### config.mk
export PLATFORM = sky130hd
export DESIGN_NAME = pong_top
export DESIGN_NICKNAME = d
export VERILOG_FILES = /design/src/hw/pong_pkg.sv /design/src/hw/game_fsm.sv /design/src/hw/score_counter.sv /design/src/hw/paddle_mover.sv /design/src/hw/ball_engine.sv /design/src/hw/pong_top.sv
export VERILOG_INCLUDE_DIRS = /design/src /design/src/hw
export SDC_FILE = /design/constraint.sdc
export NUM_CORES = 1
export LEC_CHECK = 0
export ABC_AREA = 1
export BUFFER_PORTS_ARGS = -buffer_cell sky130_fd_sc_hd__buf_2
export CAP_MARGIN = 25
export CORE_MARGIN = 2
export CORE_UTILIZATION = 45
export DETAILED_ROUTE_END_ITERATION = 12
export PLACE_DENSITY = 0.61
export RECOVER_POWER = 50
export SETUP_SLACK_MARGIN = 0.4
export SYNTH_ARGS = -nofsm -noshare
export SYNTH_HDL_FRONTEND = slang
export SYNTH_SLANG_ARGS = --single-unit
### constraint.sdc
create_clock -name BALL_CLOCK -period 7.9 [get_ports BALL_CLOCK]
set_input_delay 0.79 -clock BALL_CLOCK [delete_from_list [all_inputs] [get_ports BALL_CLOCK]]
set_output_delay 0.79 -clock BALL_CLOCK [all_outputs]
set_load 0.005 [all_outputs]
### src/hw/pong_macros.svh
`ifndef PONG_MACROS_SVH
`define PONG_MACROS_SVH

// Visible frame in pixels
`define FRAME_WIDTH            640
`define FRAME_HEIGHT           480

// Paddles
`define PLAYER_WIDTH           10
`define PLAYER_HEIGHT          80
`define PLAYER_1_X_POS         20
`define PLAYER_2_X_POS         610
`define PLAYER_SPEED           4      // Pixels per cycle
`define INITIAL_PLAYER_Y_POS   200

// Ball and serve
`define BALL_SIZE              10
`define BALL_CENTER_OFFSET     5
`define INITIAL_BALL_X_POS     315
`define INITIAL_BALL_Y_POS     235
`define SERVE_SPEED            4
`define COLLISION_OFFSET       4      // Wall band at top and bottom
`define EDGE_MARGIN            5

// Hit zones measured from the paddle top
`define CORNER_HIT_ZONE_SIZE   8
`define HIT_ZONE_1             0
`define HIT_ZONE_2             15
`define HIT_ZONE_3             30
`define HIT_ZONE_4             50
`define HIT_ZONE_5             65
`define HIT_ZONE_MAX           80

`define WIN_SCORE              7

`endif

### src/hw/pong_pkg.sv
`include "pong_macros.svh"

package pong_pkg;

    typedef logic [11:0] coord_t;   // Pixel coordinate
    typedef logic [2:0]  score_t;
    typedef logic [2:0]  speed_t;   // Ball step per axis

    // Paddle travel limits
    localparam coord_t PADDLE_Y_MIN = 12'd1;
    localparam coord_t PADDLE_Y_MAX = coord_t'(`FRAME_HEIGHT - `PLAYER_HEIGHT - 1);

    typedef struct packed {
        logic up;
        logic down;
    } paddle_keys_t;

    typedef struct packed {
        logic move;
        logic check_hits;
        logic serve;
        logic restart;
    } ball_ctl_t;

    typedef struct packed {
        logic miss_left;
        logic miss_right;
        logic at_edge;
    } ball_event_t;

    typedef struct packed {
        logic point_1;
        logic point_2;
    } point_t;

    typedef enum logic [1:0] {WIN_NONE, WIN_P1, WIN_P2} winner_t;

    typedef enum logic [1:0] {ST_PAUSED, ST_PLAY, ST_MISS, ST_WON} game_state_t;

    typedef struct packed {
        coord_t ball_x;
        coord_t ball_y;
        coord_t paddle_1_y;
        coord_t paddle_2_y;
        score_t score_1;
        score_t score_2;
    } game_view_t;

endpackage

### src/hw/game_fsm.sv
`timescale 1ns/1ps

module game_fsm (
    input  logic                  BALL_CLOCK,
    input  logic                  reset,
    input  logic                  start_pause,
    input  logic                  restart,
    input  pong_pkg::ball_event_t events,
    input  logic                  win,
    input  pong_pkg::winner_t     win_side,
    output pong_pkg::ball_ctl_t   ball_ctl,
    output pong_pkg::point_t      points,
    output logic                  paddle_en,
    output logic                  paddle_restart,
    output logic                  score_clear,
    output logic                  paused,
    output pong_pkg::winner_t     winner
);
    import pong_pkg::*;

    game_state_t state;
    logic        running;

    assign running        = (state == ST_PLAY) || (state == ST_MISS);
    assign paused         = !running;
    assign paddle_en      = running;
    assign paddle_restart = restart;  // Clears on the next edge
    assign score_clear    = restart;

    always_comb begin
        ball_ctl.move       = running;
        ball_ctl.check_hits = (state == ST_PLAY);  // No hits while the ball runs out
        // Serve is held back when a win arrives so the ball waits at the edge
        ball_ctl.serve      = (state == ST_MISS) && events.at_edge && !win;
        ball_ctl.restart    = restart;
        // A miss on one side scores for the other player
        points.point_1      = (state == ST_PLAY) && events.miss_right;
        points.point_2      = (state == ST_PLAY) && events.miss_left;
    end

    always_ff @(posedge BALL_CLOCK) begin
        if (reset || restart) begin
            state  <= ST_PAUSED;
            winner <= WIN_NONE;
        end else if (win) begin
            state  <= ST_WON;
            winner <= win_side;
        end else begin
            case (state)
                ST_PAUSED: begin
                    if (start_pause) state <= ST_PLAY;
                end
                ST_PLAY: begin
                    if (events.miss_left || events.miss_right) begin
                        state <= ST_MISS;
                    end else if (start_pause) begin
                        state <= ST_PAUSED;
                    end
                end
                ST_MISS: begin
                    if (events.at_edge) state <= ST_PLAY;  // Serve issued this cycle
                end
                ST_WON: begin
                    if (start_pause) begin
                        state  <= ST_MISS;  // Finish the run-out and then serve
                        winner <= WIN_NONE;
                    end
                end
                default: state <= ST_PAUSED;
            endcase
        end
    end

endmodule

### src/hw/score_counter.sv
`timescale 1ns/1ps
`include "pong_macros.svh"

module score_counter (
    input  logic              BALL_CLOCK,
    input  logic              reset,
    input  pong_pkg::point_t  points,
    input  logic              clear,
    output pong_pkg::score_t  score_1,
    output pong_pkg::score_t  score_2,
    output logic              win,
    output pong_pkg::winner_t win_side
);
    import pong_pkg::*;

    localparam score_t TOP_SCORE = score_t'(`WIN_SCORE);

    always_ff @(posedge BALL_CLOCK) begin
        if (reset || clear) begin
            score_1  <= '0;
            score_2  <= '0;
            win      <= 1'b0;
            win_side <= WIN_NONE;
        end else begin
            win <= 1'b0;  // One-cycle pulse
            if (points.point_1) begin
                if (score_1 == TOP_SCORE) begin
                    // Eighth point wins and starts a fresh match
                    score_1  <= '0;
                    score_2  <= '0;
                    win      <= 1'b1;
                    win_side <= WIN_P1;
                end else begin
                    score_1 <= score_1 + 3'd1;
                end
            end else if (points.point_2) begin
                if (score_2 == TOP_SCORE) begin
                    score_1  <= '0;
                    score_2  <= '0;
                    win      <= 1'b1;
                    win_side <= WIN_P2;
                end else begin
                    score_2 <= score_2 + 3'd1;
                end
            end
        end
    end

endmodule

### src/hw/paddle_mover.sv
`timescale 1ns/1ps
`include "pong_macros.svh"

module paddle_mover (
    input  logic                   BALL_CLOCK,
    input  logic                   reset,
    input  pong_pkg::paddle_keys_t keys,
    input  logic                   enable,
    input  logic                   restart,
    output pong_pkg::coord_t       y
);
    import pong_pkg::*;

    localparam coord_t STEP = coord_t'(`PLAYER_SPEED);
    localparam coord_t HOME = coord_t'(`INITIAL_PLAYER_Y_POS);

    always_ff @(posedge BALL_CLOCK) begin
        if (reset || restart) begin
            y <= HOME;
        end else if (enable) begin
            if (keys.up) begin  // Up wins over down
                if (y < PADDLE_Y_MIN + STEP) begin
                    y <= PADDLE_Y_MIN;  // Clamp at the top
                end else begin
                    y <= y - STEP;
                end
            end else if (keys.down) begin
                if (y + STEP > PADDLE_Y_MAX) begin
                    y <= PADDLE_Y_MAX;  // Clamp at the bottom
                end else begin
                    y <= y + STEP;
                end
            end
        end
    end

endmodule

### src/hw/ball_engine.sv
`timescale 1ns/1ps
`include "pong_macros.svh"

module ball_engine (
    input  logic                  BALL_CLOCK,
    input  logic                  reset,
    input  pong_pkg::ball_ctl_t   ctl,
    input  pong_pkg::coord_t      paddle_1_y,
    input  pong_pkg::coord_t      paddle_2_y,
    output pong_pkg::coord_t      ball_x,
    output pong_pkg::coord_t      ball_y,
    output pong_pkg::ball_event_t events
);
    import pong_pkg::*;

    localparam coord_t P1_FACE  = coord_t'(`PLAYER_1_X_POS + `PLAYER_WIDTH);
    localparam coord_t P2_FACE  = coord_t'(`PLAYER_2_X_POS);
    localparam coord_t BALL     = coord_t'(`BALL_SIZE);
    localparam coord_t X_START  = coord_t'(`INITIAL_BALL_X_POS);
    localparam coord_t Y_START  = coord_t'(`INITIAL_BALL_Y_POS);
    localparam coord_t WALL_TOP = coord_t'(`COLLISION_OFFSET);
    localparam coord_t WALL_BOT = coord_t'(`FRAME_HEIGHT - `COLLISION_OFFSET);
    localparam coord_t EDGE_L   = coord_t'(`EDGE_MARGIN);
    localparam coord_t EDGE_R   = coord_t'(`FRAME_WIDTH - `EDGE_MARGIN);
    localparam speed_t SERVE_DX = speed_t'(`SERVE_SPEED);

    // Result of checking the ball center against one paddle
    typedef struct packed {
        logic   hit;
        logic   keep;  // Vertical direction unchanged
        logic   up;
        speed_t dx;
        speed_t dy;
    } zone_t;

    function automatic zone_t classify(input coord_t c, input coord_t p);
        zone_t  z;
        coord_t d;
        d = c - p;
        // Fields are hit, keep, up, dx, dy
        if (c < p + coord_t'(`HIT_ZONE_1)) begin
            z = '{1'b1, 1'b0, 1'b1, 3'd1, 3'd3};  // Top corner
            if (c + coord_t'(`CORNER_HIT_ZONE_SIZE) < p) z.hit = 1'b0;
        end else if (d < coord_t'(`HIT_ZONE_2)) begin
            z = '{1'b1, 1'b0, 1'b1, 3'd2, 3'd2};
        end else if (d < coord_t'(`HIT_ZONE_3)) begin
            z = '{1'b1, 1'b0, 1'b1, 3'd3, 3'd1};
        end else if (d < coord_t'(`HIT_ZONE_4)) begin
            z = '{1'b1, 1'b1, 1'b0, 3'd4, 3'd0};  // Middle zone returns flat
        end else if (d < coord_t'(`HIT_ZONE_5)) begin
            z = '{1'b1, 1'b0, 1'b0, 3'd3, 3'd1};
        end else if (d < coord_t'(`HIT_ZONE_MAX)) begin
            z = '{1'b1, 1'b0, 1'b0, 3'd2, 3'd2};
        end else begin
            z = '{1'b1, 1'b0, 1'b0, 3'd1, 3'd3};  // Bottom corner
            if (d >= coord_t'(`HIT_ZONE_MAX + `CORNER_HIT_ZONE_SIZE)) z.hit = 1'b0;
        end
        return z;
    endfunction

    speed_t dx, dy;
    logic   dir_left, dir_up;
    coord_t center;
    logic   face_1, face_2;
    zone_t  zone_1, zone_2, zone;
    logic   hit;
    logic   nxt_left, nxt_up;
    speed_t nxt_dx, nxt_dy;

    assign center = ball_y + coord_t'(`BALL_CENTER_OFFSET);

    // Ball reaches a paddle face within one step
    assign face_1 = dir_left && (ball_x >= P1_FACE) && (ball_x <= P1_FACE + coord_t'(dx));
    assign face_2 = !dir_left && (ball_x + BALL <= P2_FACE)
                    && (ball_x + BALL + coord_t'(dx) >= P2_FACE);

    assign zone_1 = classify(center, paddle_1_y);
    assign zone_2 = classify(center, paddle_2_y);
    assign zone   = face_1 ? zone_1 : zone_2;
    assign hit    = ctl.check_hits && (face_1 || face_2) && zone.hit;

    always_comb begin
        events.miss_left  = ctl.check_hits && face_1 && !zone_1.hit;
        events.miss_right = ctl.check_hits && face_2 && !zone_2.hit;
        events.at_edge    = (ball_x <= EDGE_L) || (ball_x + BALL >= EDGE_R);
    end

    // Direction and speed for this step with a paddle hit overriding the wall
    always_comb begin
        nxt_left = dir_left;
        nxt_up   = dir_up;
        nxt_dx   = dx;
        nxt_dy   = dy;
        if (ball_y <= WALL_TOP) begin
            nxt_up = 1'b0;
        end else if (ball_y + BALL >= WALL_BOT) begin
            nxt_up = 1'b1;
        end
        if (hit) begin
            nxt_left = !dir_left;
            nxt_dx   = zone.dx;
            nxt_dy   = zone.dy;
            if (!zone.keep) nxt_up = zone.up;
        end
    end

    always_ff @(posedge BALL_CLOCK) begin
        if (reset || ctl.restart) begin
            ball_x   <= X_START;
            ball_y   <= Y_START;
            dx       <= SERVE_DX;
            dy       <= 3'd0;
            dir_left <= 1'b0;  // Always serve right after restart
            dir_up   <= 1'b0;
        end else if (ctl.serve) begin
            ball_x <= X_START;
            ball_y <= Y_START;
            dx     <= SERVE_DX;
            dy     <= 3'd0;
        end else if (ctl.move) begin
            ball_x   <= nxt_left ? ball_x - coord_t'(nxt_dx) : ball_x + coord_t'(nxt_dx);
            ball_y   <= nxt_up ? ball_y - coord_t'(nxt_dy) : ball_y + coord_t'(nxt_dy);
            dx       <= nxt_dx;
            dy       <= nxt_dy;
            dir_left <= nxt_left;
            dir_up   <= nxt_up;
        end
    end

endmodule

### src/hw/pong_top.sv
`timescale 1ns/1ps

module pong_top (
    input  logic                   BALL_CLOCK,
    input  logic                   reset,
    input  logic                   start_pause,
    input  logic                   restart,
    input  pong_pkg::paddle_keys_t keys_1,
    input  pong_pkg::paddle_keys_t keys_2,
    output pong_pkg::game_view_t   view,
    output pong_pkg::winner_t      winner,
    output logic                   paused
);
    import pong_pkg::*;

    ball_ctl_t   ball_ctl;
    ball_event_t events;
    point_t      points;
    logic        paddle_en, paddle_restart, score_clear;
    logic        win;
    winner_t     win_side;
    coord_t      ball_x, ball_y, paddle_1_y, paddle_2_y;
    score_t      score_1, score_2;

    // All fields come straight from registers
    assign view = '{ball_x, ball_y, paddle_1_y, paddle_2_y, score_1, score_2};

    game_fsm fsm (
        .BALL_CLOCK(BALL_CLOCK), .reset(reset),
        .start_pause(start_pause), .restart(restart),
        .events(events), .win(win), .win_side(win_side),
        .ball_ctl(ball_ctl), .points(points),
        .paddle_en(paddle_en), .paddle_restart(paddle_restart),
        .score_clear(score_clear), .paused(paused), .winner(winner)
    );

    score_counter scores (
        .BALL_CLOCK(BALL_CLOCK), .reset(reset),
        .points(points), .clear(score_clear),
        .score_1(score_1), .score_2(score_2),
        .win(win), .win_side(win_side)
    );

    paddle_mover paddle_1 (
        .BALL_CLOCK(BALL_CLOCK), .reset(reset), .keys(keys_1),
        .enable(paddle_en), .restart(paddle_restart), .y(paddle_1_y)
    );

    paddle_mover paddle_2 (
        .BALL_CLOCK(BALL_CLOCK), .reset(reset), .keys(keys_2),
        .enable(paddle_en), .restart(paddle_restart), .y(paddle_2_y)
    );

    ball_engine ball (
        .BALL_CLOCK(BALL_CLOCK), .reset(reset), .ctl(ball_ctl),
        .paddle_1_y(paddle_1_y), .paddle_2_y(paddle_2_y),
        .ball_x(ball_x), .ball_y(ball_y), .events(events)
    );

endmodule

# Yosys cells after proc, flatten, opt, wreduce, memory -nomap -nowiden
# Index checks and enable logic that the tools add are counted.
dict set report op_classes {
  n_addsub 18
  order_cmp 28
  eq_ne 10
  mux 59
  n_bitwise 1
  n_reduce_logical 40
}
# cell count
set ops {}
lappend ops {{$mux 12} 10}
lappend ops {{$mux 9} 13}
lappend ops {{$lt 12x12->1} 4}
lappend ops {{$lt 12x7->1 const B} 4}
lappend ops {{$add 12x3->12} 3}
lappend ops {{$add 12x3->12 const B} 3}
lappend ops {{$add 12x4->12 const B} 3}
lappend ops {{$mux 3} 10}
lappend ops {{$ge 12x10->1 const B} 2}
lappend ops {{$ge 12x7->1 const B} 2}
lappend ops {{$gt 12x9->1 const B} 2}
lappend ops {{$le 12x3->1 const B} 2}
lappend ops {{$lt 12x3->1 const B} 2}
lappend ops {{$lt 12x4->1 const B} 2}
lappend ops {{$lt 12x5->1 const B} 2}
lappend ops {{$lt 12x6->1 const B} 2}
lappend ops {{$mux 2} 12}
lappend ops {{$sub 12x12->12} 2}
lappend ops {{$sub 12x3->12} 2}
lappend ops {{$sub 12x3->12 const B} 2}
lappend ops {{$logic_and 1x1->1} 14}
lappend ops {{$mux 1} 13}
lappend ops {{$ge 12x5->1 const B} 1}
lappend ops {{$ge 12x9->1 const B} 1}
lappend ops {{other kinds (21)} 43}
dict set report word_totals {
  regBits 69
  inputBits 8
  out_inout_bits 57
  wordCells 170
}

# Longest topological paths before layout
dict set report depth {
  depth_word 16
  ltp_mapped 47
}

# Hierarchy
# Synthesis repeated with hierarchy kept, for this count alone.
dict set report hier_totals {
  cells_unflattened 1583
  area_unflattened_um2 9367.7
}
# mod n_inst cells_each area_each_um2
set modules_own_cells {}
lappend modules_own_cells {ball_engine 1 1157 6611.3}
lappend modules_own_cells {paddle_mover 2 160 1007.2}
lappend modules_own_cells {score_counter 1 53 401.6}
lappend modules_own_cells {game_fsm 1 53 340.3}

# Worst setup path before layout
# OpenSTA, ideal clock, no wires.
dict set report synth_path {
  path_type {register -> register}
  from {register ball.ball_y[1]}
  to {register ball.ball_x[11]}
  setup_ns 0.113
  arrival_ns 5.722
  required_ns 7.787
  setup_slack_ns 2.065
  path_stages_with_launch 44
  period_less_slack_ns 5.835
  path_cell_list {dfxtp_1 -> ha_1 -> o21ai_0 -> or2_2 -> nor2_1 -> nand2_1 -> xor2_1 -> inv_1 -> ha_1 -> nand2_1 -> nor2_1 -> nand3_1 -> nand3_1 -> nand2_1 -> nand2_1 -> nand2_1 -> nor2_4 -> nand3_1 -> (+8 left out) -> o21ai_0 -> ha_1 -> a21oi_1 -> nand2_1 -> a21oi_1 -> inv_1 -> a21oi_1 -> o21ai_0 -> a21oi_1 -> o21bai_1 -> nand2_1 -> nand2_1 -> a21oi_1 -> nand3_2 -> nand2_1 -> nor2_1 -> nor2_1 -> nor2_1}
}
dict set report synth_via {
  elab_chain_cells 15
  elab_cells_between_ends 43
  classes_between {add/sub: 6; order compare: 16; mux: 20; reduce/logical: 1}
}
# element line_no
set synth_lines {}
lappend synth_lines {{start: declaration} ball_engine.sv:11} ;# output pong_pkg::coord_t ball_y,
lappend synth_lines {{start signal: assignment} ball_engine.sv:122} ;# ball_y <= nxt_up ? ball_y - coord_t'(nxt_dy) : ball_y + coord_t'(nxt_dy);
lappend synth_lines {{$add 12x3->12 *} ball_engine.sv:70} ;# assign center = ball_y + coord_t'(`BALL_CENTER_OFFSET);
lappend synth_lines {{$sub 12x12->12} ball_engine.sv:39} ;# d = c - p;
lappend synth_lines {{$ge 12x7->1} ball_engine.sv:56} ;# if (d >= coord_t'(`HIT_ZONE_MAX + `CORNER_HIT_ZONE_SIZE)) z.hit = 1'b0;
lappend synth_lines {{$mux 1} ball_engine.sv:56}
lappend synth_lines {{$mux 9} ball_engine.sv:52} ;# end else if (d < coord_t'(`HIT_ZONE_MAX)) begin
lappend synth_lines {{$mux 9} ball_engine.sv:50} ;# end else if (d < coord_t'(`HIT_ZONE_5)) begin
lappend synth_lines {{$mux 9} ball_engine.sv:48} ;# end else if (d < coord_t'(`HIT_ZONE_4)) begin
lappend synth_lines {{$mux 9} ball_engine.sv:46} ;# end else if (d < coord_t'(`HIT_ZONE_3)) begin
lappend synth_lines {{$mux 9} ball_engine.sv:44} ;# end else if (d < coord_t'(`HIT_ZONE_2)) begin
lappend synth_lines {{$mux 9} ball_engine.sv:41} ;# if (c < p + coord_t'(`HIT_ZONE_1)) begin
lappend synth_lines {{$mux 9 *} ball_engine.sv:79} ;# assign zone = face_1 ? zone_1 : zone_2;
lappend synth_lines {{$logic_and 1x1->1} ball_engine.sv:80} ;# assign hit = ctl.check_hits && (face_1 || face_2) && zone.hit;
lappend synth_lines {{$mux 3} ball_engine.sv:99} ;# if (hit) begin
lappend synth_lines {{$add 12x3->12 or $sub 12x3->12 (tied branches)} ball_engine.sv:121} ;# ball_x <= nxt_left ? ball_x - coord_t'(nxt_dx) : ball_x + coord_t'(nxt_dx);
lappend synth_lines {{$mux 12 *} ball_engine.sv:121}
lappend synth_lines {{end signal: assignment} ball_engine.sv:121}
lappend synth_lines {{end: declaration} ball_engine.sv:10} ;# output pong_pkg::coord_t ball_x,
# Every way passes the cells marked *; elsewhere a longest branch is shown, timed or not.
# A chain may end at the register's enable or synchronous reset.

# Worst setup path in the final report
# Same ends and word-level chain as after synthesis.

==> impl_metrics.sql <==
INSERT INTO impl_metrics (metric_group, metric, value, unit) VALUES
('run_status', 'run_status', 'complete, no violations', ''),
('critical_path', 'cpPeakStageDelay', '0.52', 'ns'),
('sta', 'period_minus_slack', '6.64', 'ns'),
('routing', 'dr_total_vias', '8692', ''),
('clock_tree', 'clockRootBuffer', 'sky130_fd_sc_hd__clkbuf_16', ''),
('power_and_ir_drop', 'power.density_cell_area', '159', 'mW/mm²'),
('die', 'floorplan.die.height', '141', 'µm'),
('routing', 'drc_markers', '0', ''),
('placement', 'dpl.cell_count', '1642', ''),
('yosys', 'ys_ff_latch', '69', ''),
('yosys', 'sequential_to_total_area_share_from_yosys_stat', '16.4', '%'),
('clock_tree', 'clock_path_buffers', '2', ''),
('yosys', 'mappedNetlistArea', '0.00844', 'mm²'),
('die', 'core_area', '0.0185', 'mm²'),
('sta', 'max_transition_margin', '23.0', '%'),
('sta', 'clock_skew', '0.0107', 'ns'),
('die', 'ioPinCount', '65', ''),
('yosys', 'synth_edf_count', '0', ''),
('grt', 'grt_first_pass_wirelength', '38700', 'µm'),
('die', 'die_width', '141', 'µm'),
('critical_path', 'most_frequent_cell_on_the_critical_path', 'sky130_fd_sc_hd__nand2_1', ''),
('sta', 'fin_tns_setup', '0', 'ns'),
('grt', 'globalRouteOverflowTotal', '0', ''),
('placement', 'dpl.hpwl', '19200', 'µm'),
('die', 'fp-row-count', '50', ''),
('placement', 'placement.setup.worst_slack', '1.29', 'ns'),
('critical_path', 'cp-end-kind', 'register', ''),
('yosys', 'yosys.cell_types.count', '52', ''),
('die', 'die_area', '0.0199', 'mm²'),
('yosys', 'synthTopCellsByArea', 'sky130_fd_sc_hd__dfxtp_1 (16%), sky130_fd_sc_hd__ha_1 (15%), sky130_fd_sc_hd__nand2_1 (15%)', ''),
('clock_tree', 'cts_hold_repair.buffers', '0', ''),
('sta', 'final-max-slew-violation-count', '0', ''),
('layout', 'drive_above_1_share', '9.63', '%'),
('routing', 'route.detailed.wl_per_inst', '14.2', 'µm'),
('die', 'initial_core_util', '45.6', '%'),
('routing', 'viasPerCell', '5.25', ''),
('routing', 'detailedRoute.firstPassIterationCount', '5', ''),
('routing', 'routed_wirelength', '23500', 'µm'),
('yosys', 'post_synth_inst_count', '1358', ''),
('worst_hold_path', 'worstHoldPathType', 'reg -> reg', ''),
('clock_tree', 'h_tree_lvls', '3', ''),
('power_and_ir_drop', 'power.static_leakage', '4.70', 'nW'),
('yosys', 'syn-num-nets', '1470', ''),
('yosys', 'ys_async_sr_fraction', '0', '%'),
('layout', 'reg_area', '0.00138', 'mm²'),
('critical_path', 'arrival', '6.89', 'ns'),
('critical_path', 'worst-path-buf-inv', '2', ''),
('critical_path', 'cp_top_family', 'simple AND/OR/NAND/NOR gates', ''),
('placement', 'numPortBuffers', '64', ''),
('routing', 'drt_first_iter_violations', '468', ''),
('grt', 'grt_antenna_before_repair', '0', ''),
('critical_path', 'timing.critical_path.fanout_max', '9', ''),
('clock_tree', 'clock-sinks', '69', ''),
('yosys', 'syn_avg_cell_area', '6.21', 'µm²'),
('sta', 'period_share', '84.1', '%'),
('sta', 'max_clock_freq', '151', 'MHz'),
('power_and_ir_drop', 'ir_worst_vdd', '124', 'µV'),
('clock_tree', 'cts_tree', 'yes', ''),
('critical_path', 'timing.reg2reg.setup_slack', '1.26', 'ns'),
('grt', 'grt_max_degree', '38', ''),
('yosys', 'synth_top_cell_area_share', '16.4', '%'),
('sta', 'setup_viol', '0', ''),
('critical_path', 'crit_slowest_cell', 'sky130_fd_sc_hd__dfxtp_1', ''),
('clock_tree', 'cts_buffers', '9', ''),
('critical_path', 'timing.critical_path.required', '8.15', 'ns'),
('sta', 'hold_violations_final', '0', ''),
('layout', 'area_growth_syn_to_layout', '9.46', '%'),
('power_and_ir_drop', 'totalPowerFinal', '0.00146', 'W'),
('clock_tree', 'cts_post_setup_buffers_inserted', '0', ''),
('sta', 'worst_slack', '1.26', 'ns'),
('layout', 'final_net_count', '1531', '');
-- stage by stage --
step	area [µm²]	hold slack (ns)	util, %
2_1_floorplan	8440	0.427	-
3_3_place_gp	8980	0.448	48.5
3_5_place_dp	8980	0.453	48.5
4_1_cts	9270	0.460	50.1
5_1_grt	9230	0.476	49.9
6_report	9230	0.463	49.9
-- final cells by class --
| cell class | instances | area share (%) |
|---|---|---|
| tap | 234 | 3.17 |
| multi-input combinational | 1057 | 66.7 |
| inverter | 215 | 8.75 |
| clock buffer | 9 | 2.44 |
| clock inverter | 6 | 0.691 |
| timing repair buffer | 67 | 3.31 |
| sequential | 69 | 15.0 |
-- Yosys cell counts (2+ instances only) --
library cell                instances
sky130_fd_sc_hd__o21ai_0           67
sky130_fd_sc_hd__or2_2              9
sky130_fd_sc_hd__clkinv_1           2
sky130_fd_sc_hd__clkbuf_1          11
sky130_fd_sc_hd__inv_2             11
sky130_fd_sc_hd__dfxtp_1           69
sky130_fd_sc_hd__nor4_1             3
sky130_fd_sc_hd__buf_2              2
sky130_fd_sc_hd__a211oi_1           9
sky130_fd_sc_hd__o21ai_1            5
sky130_fd_sc_hd__xor2_1            36
sky130_fd_sc_hd__nand3b_1           4
sky130_fd_sc_hd__nand3_2            9
sky130_fd_sc_hd__xnor2_1           21
sky130_fd_sc_hd__a221oi_1           2
sky130_fd_sc_hd__o211ai_1          16
sky130_fd_sc_hd__nor2_2             8
sky130_fd_sc_hd__a21oi_1           96
sky130_fd_sc_hd__nand2_2           31
sky130_fd_sc_hd__ha_1              99
sky130_fd_sc_hd__nand4_1           30
sky130_fd_sc_hd__nand2_1          329
sky130_fd_sc_hd__o22ai_1            3
sky130_fd_sc_hd__nor2_1           128
sky130_fd_sc_hd__nor2_4             5
sky130_fd_sc_hd__fa_1               5
sky130_fd_sc_hd__a31oi_1            5
sky130_fd_sc_hd__nor3_1            15
sky130_fd_sc_hd__buf_4              2
sky130_fd_sc_hd__o21a_1             3
sky130_fd_sc_hd__o21bai_1           6
sky130_fd_sc_hd__buf_6              2
sky130_fd_sc_hd__a22oi_1            2
sky130_fd_sc_hd__nand3_4            2
sky130_fd_sc_hd__nand3_1           86
sky130_fd_sc_hd__and2_1             3
sky130_fd_sc_hd__o31ai_1            2
sky130_fd_sc_hd__nand2_4            4
sky130_fd_sc_hd__o2111ai_1          3
sky130_fd_sc_hd__inv_1            201
-- worst register-to-register path, delay by kind of cell, from the launching register on --
family                     cells  cell delay, ns
AOI/OAI and AO/OA              9            1.40
xor gates and xnor gates       1            0.34
adders and majority gates      5            1.41
buffers and inverters          2            0.20
DFF                            1            0.52
and+or+nand+nor               26            2.69
-- cells in the final DEF, fill, tap and decap left out, types with 11 or more instances in the layout --
cell type                  synthesis  layout
sky130_fd_sc_hd__dfxtp_1          69      69
sky130_fd_sc_hd__nor3_1           15      15
sky130_fd_sc_hd__buf_2             2      37
sky130_fd_sc_hd__a21oi_1          96      96
sky130_fd_sc_hd__inv_1           201     201
sky130_fd_sc_hd__ha_1             99      99
sky130_fd_sc_hd__o21ai_0          67      68
sky130_fd_sc_hd__nand2_1         329     329
sky130_fd_sc_hd__nand4_1          30      30
sky130_fd_sc_hd__o211ai_1         16      16
sky130_fd_sc_hd__clkbuf_1         11      27
sky130_fd_sc_hd__nand2_2          31      31
sky130_fd_sc_hd__nand3_1          86      86
sky130_fd_sc_hd__nor2_1          128     128
sky130_fd_sc_hd__xor2_1           36      36
sky130_fd_sc_hd__inv_2            11      11
sky130_fd_sc_hd__xnor2_1          21      21
-- cell families (layout without fill, tap and decap cells) --
kind of cell	after synthesis	count (layout)	synth area share, %
flip-flops	69	69	16.4
XOR/XNOR	57	57	5.92
AO/OA/AOI/OAI	227	227	15.3
buffers and inverters	232	297	10.6
AND/OR/NAND/NOR	669	669	35.9
adder cells (fa/ha/maj)	104	104	15.9
-- layer usage --
metal / up-vias / share of wire (%) / GRT usage [%]
met2: 157 / 46 / 40.6
met3: 30 / 4.2 / 3.57
met4: 0 / 2.0 / 6.74
met1: 3944 / 47 / 31.5
li1: 4561 / - / -
met5: - / 0 / 0
-- where the power goes --
| group | internal [W] | leakage, nW | switching, W |
|---|---|---|---|
| Combinational | 0.000227 | 4.01 | 0.000442 |
| Clock | 0.000243 | 0.138 | 0.000173 |
| Sequential | 0.000358 | 0.559 | 0.0000209 |
-- registers in the layout, indices dropped and copies added, names as in the netlist --
signal	count
ball.ball_x	12
ball.ball_y	12
paddle_1.y	12
paddle_2.y	12
ball.dx	3
ball.dy	3
scores.score_1	3
scores.score_2	3
fsm.state	2
fsm.winner	2
scores.win_side	2
ball.dir_left	1
ball.dir_up	1
scores.win	1
-- final timing paths --
path,startpoint,end,cells past startpoint
setup / recovery,ball.ball_y[1],ball.ball_x[11],43
hold reg to reg,fsm.winner[0],fsm.winner[0],2
hold / removal,fsm.winner[0],fsm.winner[0],2
setup reg to reg,ball.ball_y[1],ball.ball_x[11],43
(Power assumes the default switching activity.)
